--- config.mk ---
export PLATFORM = sky130hd
export DESIGN_NAME = apbUart
export DESIGN_NICKNAME = d
export VERILOG_FILES = /design/src/hw/uartPkg.sv /design/src/hw/apbUart.sv /design/src/hw/uartRegs.sv /design/src/hw/uartReceiver.sv /design/src/hw/uartTransmitter.sv /design/src/hw/uartBaudGen.sv /design/src/hw/uartFifo.sv
export SDC_FILE = /design/constraint.sdc
export NUM_CORES = 1
export LEC_CHECK = 0
export ABC_AREA = 1
export ABC_CLOCK_PERIOD_IN_PS = 2900
export BUFFER_PORTS_ARGS = -buffer_cell sky130_fd_sc_hd__buf_2
export CAP_MARGIN = 40
export CORE_MARGIN = 2
export CORE_UTILIZATION = 61
export DETAILED_ROUTE_END_ITERATION = 8
export PLACE_DENSITY = 0.82
export SYNTH_ARGS = -nofsm -noshare
export SYNTH_HDL_FRONTEND = slang
export SYNTH_HIERARCHICAL = 1
export SYNTH_SLANG_ARGS = --single-unit
--- constraint.sdc ---
create_clock -name CLK -period 2.9 [get_ports CLK]
set_input_delay 0.58 -clock CLK [delete_from_list [all_inputs] [get_ports CLK]]
set_output_delay 0.58 -clock CLK [all_outputs]
set_load 0.01 [all_outputs]
--- src/hw/uartPkg.sv ---
/* UART shared definitions
   Register map, field positions, widths and FIFO payload types */
package uartPkg;

	// Bus and data widths
	localparam int AddrWidth = 3;
	localparam int DataWidth = 32;
	localparam int ByteWidth = 8;
	localparam int DivWidth = 16;

	// FIFO geometry
	localparam int FifoDepth = 16;
	localparam int FifoAddrWidth = 4;

	// Oversampling
	localparam int OversampleRate = 16;
	localparam int SampleTick = 8;
	localparam int TickWidth = 4;
	localparam int BitCntWidth = 3;
	localparam logic [TickWidth-1:0] TickLast = TickWidth'(OversampleRate - 1);
	localparam logic [TickWidth-1:0] SampleLast = TickWidth'(SampleTick - 1);
	localparam logic [BitCntWidth-1:0] BitLast = BitCntWidth'(ByteWidth - 1);

	// Register offsets
	localparam logic [AddrWidth-1:0] RegThrRbrDll = 3'd0;
	localparam logic [AddrWidth-1:0] RegIerDlm = 3'd1;
	localparam logic [AddrWidth-1:0] RegLcr = 3'd3;
	localparam logic [AddrWidth-1:0] RegMcr = 3'd4;
	localparam logic [AddrWidth-1:0] RegLsr = 3'd5;
	localparam logic [AddrWidth-1:0] RegScr = 3'd7;

	// Bit positions
	localparam int LcrPen = 3;
	localparam int LcrEps = 4;
	localparam int LcrDlab = 7;
	localparam int McrLoop = 4;
	localparam int LsrDr = 0;
	localparam int LsrOe = 1;
	localparam int LsrPe = 2;
	localparam int LsrThre = 5;
	localparam int LsrTemt = 6;

	// FIFO payloads
	typedef logic [ByteWidth-1:0] txByteT;

	typedef struct packed {
		logic parityErr;
		logic [ByteWidth-1:0] data;
	} rxEntryT;

endpackage
--- src/hw/apbUart.sv ---
/* APB UART top level
   Connects registers, baud generator, FIFOs, transmitter, receiver and loopback */
`timescale 1ns/1ps

module apbUart (
	input  logic                          CLK,
	input  logic                          iRST,
	input  logic                          PSEL,
	input  logic                          PENABLE,
	input  logic                          PWRITE,
	input  logic [uartPkg::AddrWidth-1:0] PADDR,
	input  logic [uartPkg::DataWidth-1:0] PWDATA,
	input  logic                          SIN,
	output logic [uartPkg::DataWidth-1:0] PRDATA,
	output logic                          PREADY,
	output logic                          SOUT
);

	logic thrWrite;
	uartPkg::txByteT thrData;
	logic rbrPop;
	logic [uartPkg::DivWidth-1:0] divisor;
	logic divRestart;
	logic parityEn;
	logic evenParity;
	logic loopback;
	logic tick16;
	uartPkg::txByteT txHead;
	logic txEmpty;
	logic txFull;
	logic txPop;
	logic txBusy;
	logic txOut;
	uartPkg::rxEntryT rxEntry;
	uartPkg::rxEntryT rxHead;
	logic rxEmpty;
	logic rxFull;
	logic rxPush;
	logic overrun;
	logic rxIn;

	assign PREADY = 1'b1;

	// Loopback feeds the transmitter straight into the receiver
	assign rxIn = loopback ? txOut : SIN;

	always_ff @(posedge CLK or posedge iRST)
	begin
		if (iRST)
			SOUT <= 1'b1;
		else
			SOUT <= loopback ? 1'b1 : txOut;
	end

	uartRegs i_uartRegs (
		.CLK(CLK), .iRST(iRST),
		.PSEL(PSEL), .PENABLE(PENABLE), .PWRITE(PWRITE),
		.PADDR(PADDR), .PWDATA(PWDATA),
		.rxEntry(rxHead), .rxEmpty(rxEmpty),
		.txFull(txFull), .txEmpty(txEmpty), .txBusy(txBusy),
		.overrun(overrun), .PRDATA(PRDATA),
		.thrWrite(thrWrite), .thrData(thrData), .rbrPop(rbrPop),
		.divisor(divisor), .divRestart(divRestart),
		.parityEn(parityEn), .evenParity(evenParity), .loopback(loopback)
	);

	uartBaudGen i_uartBaudGen (
		.CLK(CLK), .iRST(iRST),
		.divisor(divisor), .restart(divRestart), .tick16(tick16)
	);

	uartFifo #(.payloadT(uartPkg::txByteT)) i_txFifo (
		.CLK(CLK), .iRST(iRST), .clear(1'b0),
		.push(thrWrite), .pop(txPop), .wrData(thrData),
		.rdData(txHead), .empty(txEmpty), .full(txFull)
	);

	uartFifo #(.payloadT(uartPkg::rxEntryT)) i_rxFifo (
		.CLK(CLK), .iRST(iRST), .clear(1'b0),
		.push(rxPush), .pop(rbrPop), .wrData(rxEntry),
		.rdData(rxHead), .empty(rxEmpty), .full(rxFull)
	);

	uartTransmitter i_uartTransmitter (
		.CLK(CLK), .iRST(iRST), .tick16(tick16),
		.parityEn(parityEn), .evenParity(evenParity),
		.fifoEmpty(txEmpty), .txData(txHead),
		.fifoPop(txPop), .busy(txBusy), .txOut(txOut)
	);

	uartReceiver i_uartReceiver (
		.CLK(CLK), .iRST(iRST), .tick16(tick16),
		.parityEn(parityEn), .evenParity(evenParity),
		.rxIn(rxIn), .fifoFull(rxFull),
		.fifoPush(rxPush), .rxEntry(rxEntry), .overrun(overrun)
	);

endmodule

--- src/hw/uartRegs.sv ---
/* APB register file of the UART
   Decodes accesses, holds control registers and LSR flags, drives read data */
`timescale 1ns/1ps

module uartRegs (
	input  logic                          CLK,
	input  logic                          iRST,
	input  logic                          PSEL,
	input  logic                          PENABLE,
	input  logic                          PWRITE,
	input  logic [uartPkg::AddrWidth-1:0] PADDR,
	input  logic [uartPkg::DataWidth-1:0] PWDATA,
	input  uartPkg::rxEntryT              rxEntry,
	input  logic                          rxEmpty,
	input  logic                          txFull,
	input  logic                          txEmpty,
	input  logic                          txBusy,
	input  logic                          overrun,
	output logic [uartPkg::DataWidth-1:0] PRDATA,
	output logic                          thrWrite,
	output uartPkg::txByteT               thrData,
	output logic                          rbrPop,
	output logic [uartPkg::DivWidth-1:0]  divisor,
	output logic                          divRestart,
	output logic                          parityEn,
	output logic                          evenParity,
	output logic                          loopback
);

	logic [uartPkg::ByteWidth-1:0] dll;
	logic [uartPkg::ByteWidth-1:0] dlm;
	logic [uartPkg::ByteWidth-1:0] ier;
	logic [uartPkg::ByteWidth-1:0] lcr;
	logic [uartPkg::ByteWidth-1:0] mcr;
	logic [uartPkg::ByteWidth-1:0] scr;
	logic [uartPkg::ByteWidth-1:0] lsr;
	logic [uartPkg::ByteWidth-1:0] rdByte;
	logic [uartPkg::ByteWidth-1:0] wrByte;
	logic lsrOe;
	logic lsrPe;
	logic dlab;
	logic busWrite;
	logic busRead;
	logic dllWrite;
	logic dlmWrite;
	logic lsrRead;

	assign busWrite = PSEL && PENABLE && PWRITE;
	assign busRead = PSEL && PENABLE && !PWRITE;
	assign wrByte = PWDATA[uartPkg::ByteWidth-1:0];
	assign dlab = lcr[uartPkg::LcrDlab];

	// Offsets 0 and 1 switch to the divisor latches with DLAB
	assign thrWrite = busWrite && (PADDR == uartPkg::RegThrRbrDll) && !dlab && !txFull;
	assign dllWrite = busWrite && (PADDR == uartPkg::RegThrRbrDll) && dlab;
	assign dlmWrite = busWrite && (PADDR == uartPkg::RegIerDlm) && dlab;
	assign rbrPop = busRead && (PADDR == uartPkg::RegThrRbrDll) && !dlab && !rxEmpty;
	assign lsrRead = busRead && (PADDR == uartPkg::RegLsr);

	assign thrData = wrByte;
	assign divisor = {dlm, dll};
	assign divRestart = dllWrite || dlmWrite;
	assign parityEn = lcr[uartPkg::LcrPen];
	assign evenParity = lcr[uartPkg::LcrEps];
	assign loopback = mcr[uartPkg::McrLoop];

	always_ff @(posedge CLK or posedge iRST)
	begin
		if (iRST)
		begin
			dll <= '0;
			dlm <= '0;
			ier <= '0;
			lcr <= '0;
			mcr <= '0;
			scr <= '0;
		end
		else if (busWrite)
		begin
			if (dllWrite)
				dll <= wrByte;
			if (dlmWrite)
				dlm <= wrByte;
			if (PADDR == uartPkg::RegIerDlm && !dlab)
				ier <= wrByte;
			if (PADDR == uartPkg::RegLcr)
				lcr <= wrByte;
			if (PADDR == uartPkg::RegMcr)
				mcr <= wrByte;
			if (PADDR == uartPkg::RegScr)
				scr <= wrByte;
		end
	end

	// Sticky error flags where a new event wins over the clearing read
	always_ff @(posedge CLK or posedge iRST)
	begin
		if (iRST)
		begin
			lsrOe <= 1'b0;
			lsrPe <= 1'b0;
		end
		else
		begin
			if (overrun)
				lsrOe <= 1'b1;
			else if (lsrRead)
				lsrOe <= 1'b0;
			if (rbrPop && rxEntry.parityErr)
				lsrPe <= 1'b1;
			else if (lsrRead)
				lsrPe <= 1'b0;
		end
	end

	always_comb
	begin
		lsr = '0;
		lsr[uartPkg::LsrDr] = !rxEmpty;
		lsr[uartPkg::LsrOe] = lsrOe;
		lsr[uartPkg::LsrPe] = lsrPe;
		lsr[uartPkg::LsrThre] = txEmpty;
		lsr[uartPkg::LsrTemt] = txEmpty && !txBusy;
	end

	always_comb
	begin
		case (PADDR)
			uartPkg::RegThrRbrDll: rdByte = dlab ? dll : (rxEmpty ? '0 : rxEntry.data);
			uartPkg::RegIerDlm:    rdByte = dlab ? dlm : ier;
			uartPkg::RegLcr:       rdByte = lcr;
			uartPkg::RegMcr:       rdByte = mcr;
			uartPkg::RegLsr:       rdByte = lsr;
			uartPkg::RegScr:       rdByte = scr;
			default:               rdByte = '0;
		endcase
	end

	assign PRDATA = {{(uartPkg::DataWidth-uartPkg::ByteWidth){1'b0}}, rdByte};

endmodule

--- src/hw/uartReceiver.sv ---
/* UART receiver
   Synchronizes the line, samples mid-bit, checks parity and pushes to the RX FIFO */
`timescale 1ns/1ps

module uartReceiver (
	input  logic             CLK,
	input  logic             iRST,
	input  logic             tick16,
	input  logic             parityEn,
	input  logic             evenParity,
	input  logic             rxIn,
	input  logic             fifoFull,
	output logic             fifoPush,
	output uartPkg::rxEntryT rxEntry,
	output logic             overrun
);

	typedef enum logic [2:0] {RxIdle, RxStart, RxData, RxParity, RxStop} stateT;

	stateT state;
	logic [1:0] rxSync;
	logic rxPrev;
	logic rxBit;
	logic [uartPkg::TickWidth-1:0] tickCnt;
	logic [uartPkg::BitCntWidth-1:0] bitCnt;
	logic [uartPkg::ByteWidth-1:0] shiftReg;
	logic parityErr;
	logic sampleNow;

	assign rxBit = rxSync[1];

	// The start bit is checked half a bit after the edge, later bits a full bit apart
	assign sampleNow = (state != RxIdle) && tick16 &&
		(tickCnt == ((state == RxStart) ? uartPkg::SampleLast : uartPkg::TickLast));

	assign rxEntry.data = shiftReg;
	assign rxEntry.parityErr = parityErr;

	// Two-flop synchronizer plus edge history
	always_ff @(posedge CLK or posedge iRST)
	begin
		if (iRST)
		begin
			rxSync <= 2'b11;
			rxPrev <= 1'b1;
		end
		else
		begin
			rxSync <= {rxSync[0], rxIn};
			rxPrev <= rxBit;
		end
	end

	always_ff @(posedge CLK)
	begin
		if (sampleNow && state == RxStart)
			parityErr <= 1'b0;
		if (sampleNow && state == RxData)
			shiftReg <= {rxBit, shiftReg[uartPkg::ByteWidth-1:1]};
		// Error when the total count of ones breaks the selected rule
		if (sampleNow && state == RxParity)
			parityErr <= (((^shiftReg) ^ rxBit) == evenParity);
	end

	always_ff @(posedge CLK or posedge iRST)
	begin
		if (iRST)
		begin
			state <= RxIdle;
			tickCnt <= '0;
			bitCnt <= '0;
			fifoPush <= 1'b0;
			overrun <= 1'b0;
		end
		else
		begin
			fifoPush <= 1'b0;
			overrun <= 1'b0;
			if (state == RxIdle)
			begin
				if (rxPrev && !rxBit)
				begin
					state <= RxStart;
					tickCnt <= '0;
				end
			end
			else if (tick16)
			begin
				tickCnt <= sampleNow ? '0 : tickCnt + 1'b1;
				if (sampleNow)
				begin
					case (state)
						// False start when the line is back high
						RxStart:
						begin
							state <= rxBit ? RxIdle : RxData;
							bitCnt <= '0;
						end
						RxData:
						begin
							bitCnt <= bitCnt + 1'b1;
							if (bitCnt == uartPkg::BitLast)
								state <= parityEn ? RxParity : RxStop;
						end
						RxParity: state <= RxStop;
						default:
						begin
							state <= RxIdle;
							fifoPush <= !fifoFull;
							overrun <= fifoFull;
						end
					endcase
				end
			end
		end
	end

endmodule

--- src/hw/uartTransmitter.sv ---
/* UART transmitter
   Pops a byte and shifts out start, 8 data bits LSB first, parity and stop */
`timescale 1ns/1ps

module uartTransmitter (
	input  logic            CLK,
	input  logic            iRST,
	input  logic            tick16,
	input  logic            parityEn,
	input  logic            evenParity,
	input  logic            fifoEmpty,
	input  uartPkg::txByteT txData,
	output logic            fifoPop,
	output logic            busy,
	output logic            txOut
);

	typedef enum logic [2:0] {TxIdle, TxStart, TxData, TxParity, TxStop} stateT;

	stateT state;
	logic [uartPkg::TickWidth-1:0] tickCnt;
	logic [uartPkg::BitCntWidth-1:0] bitCnt;
	uartPkg::txByteT shiftReg;
	logic parityBit;
	logic lineBit;
	logic bitDone;

	assign fifoPop = (state == TxIdle) && !fifoEmpty;
	assign busy = (state != TxIdle);
	assign bitDone = busy && tick16 && (tickCnt == uartPkg::TickLast);

	// Line level for the bit currently being sent
	always_comb
	begin
		case (state)
			TxStart:  lineBit = 1'b0;
			TxData:   lineBit = shiftReg[0];
			TxParity: lineBit = parityBit;
			default:  lineBit = 1'b1;
		endcase
	end

	always_ff @(posedge CLK)
	begin
		if (fifoPop)
		begin
			shiftReg <= txData;
			parityBit <= (^txData) ^ !evenParity;
		end
		else if (state == TxData && bitDone)
			shiftReg <= shiftReg >> 1;
	end

	always_ff @(posedge CLK or posedge iRST)
	begin
		if (iRST)
		begin
			state <= TxIdle;
			tickCnt <= '0;
			bitCnt <= '0;
			txOut <= 1'b1;
		end
		else
		begin
			// A new bit goes on the line at the first tick of each bit slot
			if (busy && tick16 && tickCnt == '0)
				txOut <= lineBit;
			if (fifoPop)
			begin
				state <= TxStart;
				tickCnt <= '0;
				bitCnt <= '0;
			end
			else if (busy && tick16)
			begin
				tickCnt <= tickCnt + 1'b1;
				if (bitDone)
				begin
					case (state)
						TxStart:  state <= TxData;
						TxData:
						begin
							bitCnt <= bitCnt + 1'b1;
							if (bitCnt == uartPkg::BitLast)
								state <= parityEn ? TxParity : TxStop;
						end
						TxParity: state <= TxStop;
						default:  state <= TxIdle;
					endcase
				end
			end
		end
	end

endmodule

--- src/hw/uartBaudGen.sv ---
/* Baud rate generator, one-cycle 16x tick every divisor cycles */
`timescale 1ns/1ps

module uartBaudGen (
	input  logic                         CLK,
	input  logic                         iRST,
	input  logic [uartPkg::DivWidth-1:0] divisor,
	input  logic                         restart,
	output logic                         tick16
);

	logic [uartPkg::DivWidth-1:0] count;
	logic expire;

	// Expires at 1; a divisor of 0 or 1 ticks every cycle
	assign expire = (count[uartPkg::DivWidth-1:1] == '0);

	always_ff @(posedge CLK or posedge iRST)
	begin
		if (iRST)
		begin
			count <= '0;
			tick16 <= 1'b0;
		end
		else if (restart)
		begin
			count <= divisor;
			tick16 <= 1'b0;
		end
		else
		begin
			tick16 <= expire;
			count <= expire ? divisor : count - 1'b1;
		end
	end

endmodule

--- src/hw/uartFifo.sv ---
/* Synchronous FIFO with a generic payload type
   Circular buffer with count, head entry shown on rdData */
`timescale 1ns/1ps

module uartFifo #(
	parameter type payloadT = uartPkg::txByteT
) (
	input  logic    CLK,
	input  logic    iRST,
	input  logic    clear,
	input  logic    push,
	input  logic    pop,
	input  payloadT wrData,
	output payloadT rdData,
	output logic    empty,
	output logic    full
);

	payloadT mem [uartPkg::FifoDepth];
	logic [uartPkg::FifoAddrWidth-1:0] wrPtr;
	logic [uartPkg::FifoAddrWidth-1:0] rdPtr;
	logic [uartPkg::FifoAddrWidth:0] count;
	logic doPush;
	logic doPop;

	// Depth is a power of two, so the top count bit means full
	assign full = count[uartPkg::FifoAddrWidth];
	assign empty = (count == '0);
	assign doPush = push && !full;
	assign doPop = pop && !empty;
	assign rdData = mem[rdPtr];

	always_ff @(posedge CLK)
	begin
		if (doPush)
			mem[wrPtr] <= wrData;
	end

	always_ff @(posedge CLK or posedge iRST)
	begin
		if (iRST)
		begin
			wrPtr <= '0;
			rdPtr <= '0;
			count <= '0;
		end
		else if (clear)
		begin
			wrPtr <= '0;
			rdPtr <= '0;
			count <= '0;
		end
		else
		begin
			if (doPush)
				wrPtr <= wrPtr + 1'b1;
			if (doPop)
				rdPtr <= rdPtr + 1'b1;
			if (doPush && !doPop)
				count <= count + 1'b1;
			else if (doPop && !doPush)
				count <= count - 1'b1;
		end
	end

endmodule

# After elaboration in Yosys (flattened, before gate mapping)
# Memories as Yosys holds them, arrays and structs flattened.
# Cells that the tools add are included.
[totals] latch_bits=0 regBits=138 rom_bits=0 memories=2 output_inout_bits=34 ram_bits=272
[mem_list] name="i_rxFifo.mem" words=16 word_bits=9 read_ports=1 rd_ports_with_merged_regs=0 write_ports=1 line="uartFifo.sv:19" source="payloadT mem [uartPkg::FifoDepth];"
[mem_list] name="i_txFifo.mem" words=16 word_bits=8 read_ports=1 rd_ports_with_merged_regs=0 write_ports=1 line="uartFifo.sv:19"
[op_classes] div=0 multipliers=0 mux=58 order_cmp=0 n_eq_ne=19 n_reduce_logical=84 bitwise_logic=3 n_shift=0 add_sub_neg=13
[ops] operator="8-bit case mux with 6 select lines" count=1
[ops] operator="3-bit two-way mux" count=14
[ops] operator="8-bit two-way mux" count=5
[ops] operator="1-bit logical AND" count=35
[ops] operator="16-bit two-way mux" count=2
[ops] operator="4-bit two-way mux" count=7
[ops] operator="4-bit by 1-bit adder with 4-bit output (second input constant)" count=6
[ops] operator="2-bit nonzero test" count=12
[ops] operator="1-bit two-way mux" count=20
[ops] operator="5-bit two-way mux" count=4
[ops] operator="3-bit case mux with 3 select lines" count=2
[ops] operator="8-bit parity" count=2
[ops] operator="16-bit by 1-bit subtractor with 16-bit output (second input constant)" count=1
[ops] operator="3-bit by 2-bit == test with 1-bit output (second input constant)" count=5
[ops] operator="3-bit == test (second input constant)" count=5
[ops] operator="15-bit zero test" count=1
[ops] operator="2-bit AND reduction" count=7
[ops] operator="1-bit zero test" count=13
[ops] operator="5-bit by 1-bit adder with 5-bit output (second input constant)" count=2
[ops] operator="5-bit zero test" count=2
[ops] operator="5-bit by 1-bit subtractor with 5-bit output (second input constant)" count=2
[ops] operator="3-bit by 1-bit == test with 1-bit output (second input constant)" count=3
[ops] operator="3-bit zero test" count=3
[ops] operator="4-bit AND reduction" count=2
[ops] operator="other kinds (16)" count=21

# Logic depth before layout (Yosys ltp)
# Gate-level depths: netlist (run 1).
[logic_depth] word_depth=10 ltp_mapped=19

# Modules after synthesis
# Netlist (run 1), hierarchy kept.
[by_module_without_submodules] mod="uartFifo at i_rxFifo" area_per_inst_um2=6665.1 instances=1 cells_per_inst=539
[by_module_without_submodules] mod="uartFifo at i_txFifo" area_per_inst_um2=5953.2 instances=1 cells_per_inst=492
[by_module_without_submodules] mod="uartRegs" area_per_inst_um2=3075.4 instances=1 cells_per_inst=401
[by_module_without_submodules] mod="uartReceiver" area_per_inst_um2=1222.4 instances=1 cells_per_inst=137
[by_module_without_submodules] mod="uartTransmitter" area_per_inst_um2=1218.7 instances=1 cells_per_inst=153
[by_module_without_submodules] mod="uartBaudGen" area_per_inst_um2=1087.3 instances=1 cells_per_inst=157
[by_module_without_submodules] mod="apbUart" area_per_inst_um2=66.3 instances=1 cells_per_inst=10

# Least setup slack after synthesis (run 1)
# OpenSTA, ideal clock, no wires.
[synth_timing] path_type="input -> register" from="in PADDR[0] (netlist name)" to="reg i_txFifo/count[4] (netlist name)" t_required_ps=2834 setup_time_ps=66 stages=14 arrival_time_ps=2520 path_slack_ps=313 path_cell_list="buf_6 nor2_8 nand2_1 nor4_1 nand2_1 inv_1 nand2_2 fa_1 nand2_1 nand2_1 a21oi_1 nand3b_1 nand3_1 nand2_1"
[synth_between] elab_chain_cells=8 elab_cells_between_ends=10 classes_between="mux (1); reduce/logical (9)"
[synth_lines] item="start: declaration" line="apbUart.sv:11" source="input logic [uartPkg::AddrWidth-1:0] PADDR,"
[synth_lines] item="3-bit zero test *" line="uartRegs.sv:54" source="assign thrWrite = busWrite && (PADDR == uartPkg::RegThrRbrDll) && !dlab && !txFull;"
[synth_lines] item="1-bit logical AND * (3 in series)" line="uartRegs.sv:54"
[synth_lines] item="via thrWrite" line="apbUart.sv:19" source="logic thrWrite;"
[synth_lines] item="1-bit logical AND *" line="uartFifo.sv:29" source="assign doPush = push && !full;"
[synth_lines] item="1-bit zero test" line="uartFifo.sv:61" source="else if (doPop && !doPush)"
[synth_lines] item="1-bit logical AND" line="uartFifo.sv:61"
[synth_lines] item="2-bit nonzero test (no source line)"
[synth_lines] item="end signal: assignment" line="uartFifo.sv:60" source="count <= count + 1'b1;"
[synth_lines] item="end signal: assignment" line="uartFifo.sv:62" source="count <= count - 1'b1;"
[synth_lines] item="end: declaration" line="uartFifo.sv:22" source="logic [uartPkg::FifoAddrWidth:0] count;"
# The timed path passes the listed nets; every way through them passes the cells marked *.
# A chain may end at the register's enable or synchronous reset.

==> flow_metrics.env, run 1 <==
export IMPL_crit_path_end_kind="primary output"
export IMPL_cts_hold_buffers_added=0
export IMPL_drive_above_1_share_pct=16.4
export IMPL_dpl_hpwl_um=26600
export IMPL_route_final_wire_length_um=44600
export IMPL_seq_area_frac_synth_pct=60.7
export IMPL_grt_max_degree=69
export IMPL_antenna_found_initial=0
export IMPL_drtIter0Drc=1648
export IMPL_cts_tree="built"
export IMPL_dp_slack_ns=-0.0357
export IMPL_clock_sinks=410
export IMPL_pwr_share_clk_pct=36.5
export IMPL_worst_ep_arrival_time_ns=2.65
export IMPL_final_common_cell="nand2_1"
export IMPL_crit_buf_inv=4
export IMPL_drv_slew=0
export IMPL_start_util_pct=61.6
export IMPL_period_share_pct=111
export IMPL_clk_pin_slew_ns=0.06
export IMPL_area_growth_syn_to_layout_pct=12.0
export IMPL_required_ns=2.32
export IMPL_worst_slack_ns=-0.329
export IMPL_synthCells=1889
export IMPL_hp_class="primary input to async pin"
export IMPL_peakVddDrop_uv=578
export IMPL_leakagePower_nw=8.62
export IMPL_insertion_delay_ns=0.56
export IMPL_outcome="finished with violations"
export IMPL_finalSetupViolations=8
export IMPL_drc=0
export IMPL_switching_share_pct=27.2
export IMPL_slowest_stage="dfrtp_4"
export IMPL_wl_per_cell_um=18.6
export IMPL_slowest_delay_ns=0.52
export IMPL_die_y_um=182
export IMPL_core_area_um2=31300
export IMPL_cpMostUsedCell="nand2_2"
export IMPL_crit_chain="buf_4, buf_12, o21ai_0, o211ai_1, nand3_2, nand2_2, nand3_2, nand2_2, nand2_2, nand2_1, inv_1, nand2_1, buf_2"
export IMPL_yosysWarnings=6
export IMPL_synth_ff_type="edfxtp_1"
export IMPL_num_antenna_cells=0
export IMPL_hold_viol_final=0
export IMPL_die_area_um2=33100
export IMPL_grt_first_pass_wirelength_um=70000
export IMPL_critPathKind="flip-flop to primary output"
export IMPL_yosys_cell_types_count=50
export IMPL_firstDrtPassIters=8
export IMPL_crit_path_max_fanout=8
export IMPL_portBuffers=25
export IMPL_ys_seq_elements=410
export IMPL_fin_setup_tns_ns=-2.02
export IMPL_ant_nets=0
export IMPL_pwr_share_seq_pct=50.8
export IMPL_place_congestion=0.851
export IMPL_p_int_mw=9.80
export IMPL_final_min_clock_period_ns=3.23
export IMPL_fin_skew_ns=0.0251
export IMPL_finalInstanceArea_um2=21600
export IMPL_rsz0062_at_grt="yes"
export IMPL_grt_ovfl_total=0
export IMPL_start_kind="flip-flop"
export IMPL_fmax_mhz=310
export IMPL_grt_pass1_vias=13500
export IMPL_max_cap_viol_count=0
export IMPL_cts_buffers=41
export IMPL_nets=2032
export IMPL_ios=75
export IMPL_h_tree_depth=2
export IMPL_finalPower_mw=13.5
export IMPL_switchingPower_mw=3.65
export IMPL_power_density_nw_per_um2=623
export IMPL_die_x_um=182
export IMPL_vias_per_cell=5.79
export IMPL_synth_edf_count=290
export IMPL_cp_top_family="simple AND/OR/NAND/NOR gates"
export IMPL_dr_total_vias=13900
export IMPL_syn_area_um2=19300
export IMPL_clockBufferDepth=3
export IMPL_synth_area_per_cell_um2=10.2
export IMPL_worst_pin_slew_ns=0.869
export IMPL_combPwrFrac_pct=12.6
export IMPL_clock_root_buffer="clkbuf_16"
export IMPL_dpl_cell_area_um2=19900
export IMPL_violations="setup timing"
export IMPL_num_rows=65
export IMPL_grt_usage_pct=27.1
export IMPL_final_cell_mix="nand2_1, edfxtp_1, nor2_1"
export IMPL_postSynth_asyncResetShare_pct=29.3
export IMPL_holdWs_ns=0.140
export IMPL_maxSlewHeadroom_pct=41.9
## final cells by class
class                   instances  area (um^2)
flip-flops and latches        410        11700
well taps                     402          503
multi-input cells            1268         6600
clock inverters                26          174
inverters                     140          557
repair inverters                4         72.6
fillers                      2090         9710
clock buffers                  49         1070
repair buffers                 98          900
## state kept, by name, summed over array words and instances (netlist names), 4 cells and up
name,cells
i_uartTransmitter/shiftReg,8
i_rxFifo/wrPtr,4
i_rxFifo/rdPtr,4
i_uartBaudGen/count,16
i_uartRegs/lcr,8
i_txFifo/wrPtr,4
i_txFifo/count,5
i_uartReceiver/shiftReg,8
i_uartRegs/ier,8
i_uartRegs/scr,8
i_uartReceiver/tickCnt,4
i_txFifo/mem,128
i_uartRegs/mcr,8
i_txFifo/rdPtr,4
i_rxFifo/count,5
i_uartTransmitter/tickCnt,4
i_rxFifo/mem,144
i_uartRegs/dlm,8
i_uartRegs/dll,8
## worst reg2reg max path: cells and delay by family (launching register included)
| kind | cells | cell delay [ns] |
|---|---|---|
| adders and majority gates | 1 | 0.28 |
| AOI/OAI and AO/OA | 1 | 0.06 |
| xor gates and xnor gates | 1 | 0.15 |
| buffers and inverters | 1 | 0.10 |
| DFF | 1 | 0.45 |
| and+or+nand+nor | 10 | 1.51 |
## through the flow
| stage | utilization [%] | std cells |
|---|---|---|
| 3_5_place_dp | 63.4 | 2307 |
| 5_1_grt | 69.0 | 2397 |
| 2_1_floorplan | - | 1921 |
| 4_1_cts | 68.7 | 2396 |
| 6_report | 69.0 | 2397 |
| 3_3_place_gp | 63.3 | 2305 |
## Yosys cell counts, types with 26 or more instances
master | n | share of area (%)
buf_4 | 41 | 1.6
dfrtp_1 | 115 | 15
inv_1 | 121 | 2.4
nor2_2 | 36 | 1.2
o21ai_1 | 56 | 1.5
o21ai_0 | 127 | 3.3
ha_1 | 26 | 1.7
buf_2 | 30 | 0.78
nand3_1 | 98 | 2.5
nand2_1 | 383 | 7.5
o211ai_1 | 68 | 2.6
edfxtp_1 | 290 | 45
nor2_1 | 284 | 5.5
## path summary, 6_finish.rpt
kind,startpoint,to,slack [ns],cells after the start
setup / recovery,i_rxFifo/rdPtr[0]$_DFFE_PP0P_,PRDATA[7],-0.33,13
hold / removal,iRST,i_uartRegs/scr[7]$_DFFE_PP0P_,0.14,2
setup reg to reg,i_rxFifo/count[4]$_DFFE_PP0P_,i_rxFifo/count[3]$_DFFE_PP0P_,0.22,14
hold reg to reg,i_uartReceiver/rxSync[0]$_DFF_PP1_,i_uartReceiver/rxSync[1]$_DFF_PP1_,0.35,0
max in group asynchronous,iRST,i_uartRegs/lcr[5]$_DFFE_PP0P_,2.17,3
min in group CLK,SIN,i_uartReceiver/rxSync[0]$_DFF_PP1_,0.24,3
## metal layers
metal / track usage, % / vias to the layer above / part of all wire, %
li1: - / 6464 / -
met1: 34.9 / 6629 / 39
met2: 45.8 / 655 / 49
met3: 3.47 / 140 / 7.5
met4: 13.1 / 0 / 4.4
met5: 0 / - / 0
## power by group through the flow
stage	combinational, mW	sequential (mW)	clock, mW
floorplan	1.34	6.88	0
global placement	1.60	6.94	0
detailed placement	1.66	6.95	0
CTS	1.69	6.84	4.94
global route	1.92	6.88	5.21
finish	1.70	6.84	4.91
## cells by family (layout without fill, tap and decap cells)
group | count (synthesis) | in the layout | share of synthesized area, %
XOR/XNOR | 15 | 15 | 0.720
flip-flops | 410 | 410 | 60.7
AND/OR/NAND/NOR | 892 | 892 | 21.0
adder cells (fa/ha/maj) | 28 | 28 | 1.89
other | 3 | 35 | 0.0584
AO/OA/AOI/OAI | 298 | 298 | 9.04
buffers and inverters | 243 | 317 | 6.51
## what timing repair did
item                                    CTS  global route
pin swaps                                29            19
buffers inserted                          6             0
endpoints found under the setup margin    8            10
gates cloned                              8             0
resized for setup                        58            26
(Power assumes the default switching activity.)
==> run 2, diff against run 1 <==
--- a/config.mk
+++ b/config.mk
@@ -6,7 +6,7 @@
 export NUM_CORES = 1
 export LEC_CHECK = 0
 export ABC_AREA = 1
-export ABC_CLOCK_PERIOD_IN_PS = 2900
+export ABC_CLOCK_PERIOD_IN_PS = 3090
 export BUFFER_PORTS_ARGS = -buffer_cell sky130_fd_sc_hd__buf_2
 export CAP_MARGIN = 40
 export CORE_MARGIN = 2
==> constraint.sdc (replaced) <==
create_clock -name CLK -period 3.09 [get_ports CLK]
set_input_delay 0.618 -clock CLK [delete_from_list [all_inputs] [get_ports CLK]]
set_output_delay 0.618 -clock CLK [all_outputs]
set_load 0.01 [all_outputs]
==> run 2 against run 1 <==
The run still ends with setup timing left. Highest routed layer unchanged. Worst hold slack improved by 0.083 ns. Critical path depth rose by 2. Critical endpoint unchanged. Power fell by 4.1%. Worst setup slack improved by 0.13 ns. Via count rose by 0.98%. First-iteration DRC count fell by 17%. Sequential share of layout area rose by 0.19 points.
==> flow_metrics.env, run 2 (same netlist as run 1, synthesis figures left out) <==
export IMPL_worst_ep_arrival_time_ns=2.67
export IMPL_rrSetupSlack_ns=0.47
export IMPL_core_area_um2=31300
export IMPL_cpMostUsedCell="nand2_1"
export IMPL_clock_root_buffer="clkbuf_16"
export IMPL_maxSlewHeadroom_pct=33.0
export IMPL_ios=75
export IMPL_drtIter0Drc=1368
export IMPL_grt_first_pass_wirelength_um=70100
export IMPL_rsz0062_at_grt="yes"
export IMPL_insertion_delay_ns=0.56
export IMPL_peakVddDrop_uv=642
export IMPL_finalSetupViolations=8
export IMPL_cts_buffers=42
export IMPL_dp_slack_ns=0.295
export IMPL_hp_class="primary input to async pin"
export IMPL_slowest_stage="dfrtp_4"
export IMPL_die_y_um=182
export IMPL_grt_pass1_vias=13600
export IMPL_max_cap_viol_count=0
export IMPL_vias_per_cell=5.87
export IMPL_clk_pin_slew_ns=0.06
export IMPL_power_density_nw_per_um2=599
export IMPL_start_kind="flip-flop"
export IMPL_cts_tree="built"
export IMPL_h_tree_depth=2
export IMPL_fmax_mhz=304
export IMPL_portBuffers=25
export IMPL_clock_sinks=410
export IMPL_dr_total_vias=14000
export IMPL_violations="setup timing"
export IMPL_fin_setup_tns_ns=-0.997
export IMPL_largest_reg_flops=144
export IMPL_num_antenna_cells=0
export IMPL_crit_chain="buf_6, inv_16, nor2_2, nor2_1, o21ai_2, o211ai_1, nand3_1, nand2_1, nand3_1, nand2_1, nand2_1, nand2_1, inv_1, nand2_1, buf_2"
export IMPL_slowest_delay_ns=0.54
export IMPL_final_min_clock_period_ns=3.29
export IMPL_route_final_wire_length_um=45200
export IMPL_dpl_cell_area_um2=19700
export IMPL_final_common_cell="nand2_1"
export IMPL_leakagePower_nw=8.60
export IMPL_dpl_hpwl_um=26500
export IMPL_final_cell_mix="nand2_1, edfxtp_1, nor2_1"
export IMPL_place_congestion=0.859
export IMPL_wl_per_cell_um=18.9
export IMPL_top_regs="i_rxFifo/mem (144), i_txFifo/mem (128), i_uartBaudGen/count (16)"
export IMPL_reg2reg_from="i_rxFifo/count[4]$_DFFE_PP0P_"
export IMPL_worst_pin_slew_ns=1.00
export IMPL_nets=2024
export IMPL_finalPower_mw=12.9
export IMPL_r2r_cells=15
export IMPL_num_rows=65
export IMPL_hold_viol_final=0
export IMPL_outcome="finished with violations"
export IMPL_finalInstanceArea_um2=21500
export IMPL_clockBufferDepth=3
export IMPL_die_x_um=182
export IMPL_grt_ovfl_total=0
export IMPL_start_util_pct=61.6
export IMPL_drc=0
export IMPL_fillCellCount=2110
export IMPL_cts_hold_buffers_added=0
export IMPL_worst_slack_ns=-0.199
export IMPL_period_share_pct=106
export IMPL_antenna_found_initial=0
export IMPL_area_growth_syn_to_layout_pct=11.6
export IMPL_critPathKind="flip-flop to primary output"
export IMPL_crit_path_end_kind="primary output"
export IMPL_drv_slew=0
export IMPL_r2r_end="i_rxFifo/count[3]$_DFFE_PP0P_"
export IMPL_grt_max_degree=77
export IMPL_grt_usage_pct=26.9
export IMPL_die_area_um2=33100
export IMPL_firstDrtPassIters=5
export IMPL_crit_path_max_fanout=10
export IMPL_ant_nets=0
export IMPL_multi_input_area_um2=6520
export IMPL_regArea_um2=11700
export IMPL_fin_skew_ns=0.0338
export IMPL_drive_above_1_share_pct=15.6
export IMPL_required_ns=2.47
export IMPL_regMostFlops="i_rxFifo/mem"
-- run 2: cell type report --
cell class | count | area share [%]
clock inverter | 20 | 0.878
sequential | 410 | 54.5
multi-input combinational | 1268 | 30.3
tap | 402 | 2.34
timing repair inverter | 4 | 0.384
timing repair buffer | 89 | 3.81
clock buffer | 57 | 5.28
inverter | 140 | 2.55
-- run 2: how the worst max path moves through the flow --
stage	start	endpoint	slack, ns
2_1_floorplan	PADDR[0]	i_txFifo/count[4]$_DFFE_PP0P_	0.47
3_3_place_gp	PADDR[1]	i_rxFifo/count[4]$_DFFE_PP0P_	0.35
3_5_place_dp	PADDR[1]	i_rxFifo/count[3]$_DFFE_PP0P_	0.30
4_1_cts	i_rxFifo/rdPtr[0]$_DFFE_PP0P_	PRDATA[7]	-0.03
5_1_grt	i_rxFifo/rdPtr[0]$_DFFE_PP0P_	PRDATA[7]	-0.25
6_report	i_rxFifo/rdPtr[0]$_DFFE_PP0P_	PRDATA[7]	-0.20
-- run 2: critical path, delay by kind of cell, from the launching register on --
family	cells	cell delay [ns]
AND/OR/NAND/NOR	9	0.94
AO/OA/AOI/OAI	2	0.20
buffers and inverters	4	0.46
flip-flops	1	0.54
-- run 2: where the power goes --
group	switching, mW	leakage, nW	internal (mW)	total, mW
Sequential	0.266	4.09	6.16	6.42
Combinational	1.05	3.86	0.544	1.59
Clock	2.11	0.650	2.78	4.88
Total	3.42	8.60	9.48	12.9
-- run 2: timing repair --
item / CTS / global route
gates resized for setup: 46 / 20
hold endpoints to repair: 0 / 0
endpoints found under the setup margin: 8 / 8
setup buffers: 8 / 3
pin swaps: 24 / 17
cloned: 6 / 4
-- run 2: through the flow --
step	cells	hold slack (ns)	utilization (%)
after global placement	2290	0.347	62.9
after floorplan	1921	0.345	-
after CTS	2383	0.228	68.2
after detailed placement	2292	0.349	63.0
after global routing	2390	0.229	68.7
final	2390	0.224	68.7
-- run 2: per-layer routing --
layer  global-route usage [%]  vias up  wire (um)
li1                         -     6466          -
met1                     33.8     6684      16800
met2                     46.9      723      22600
met3                     3.83      151       3790
met4                     11.4        0       1960
met5                        0        -          0
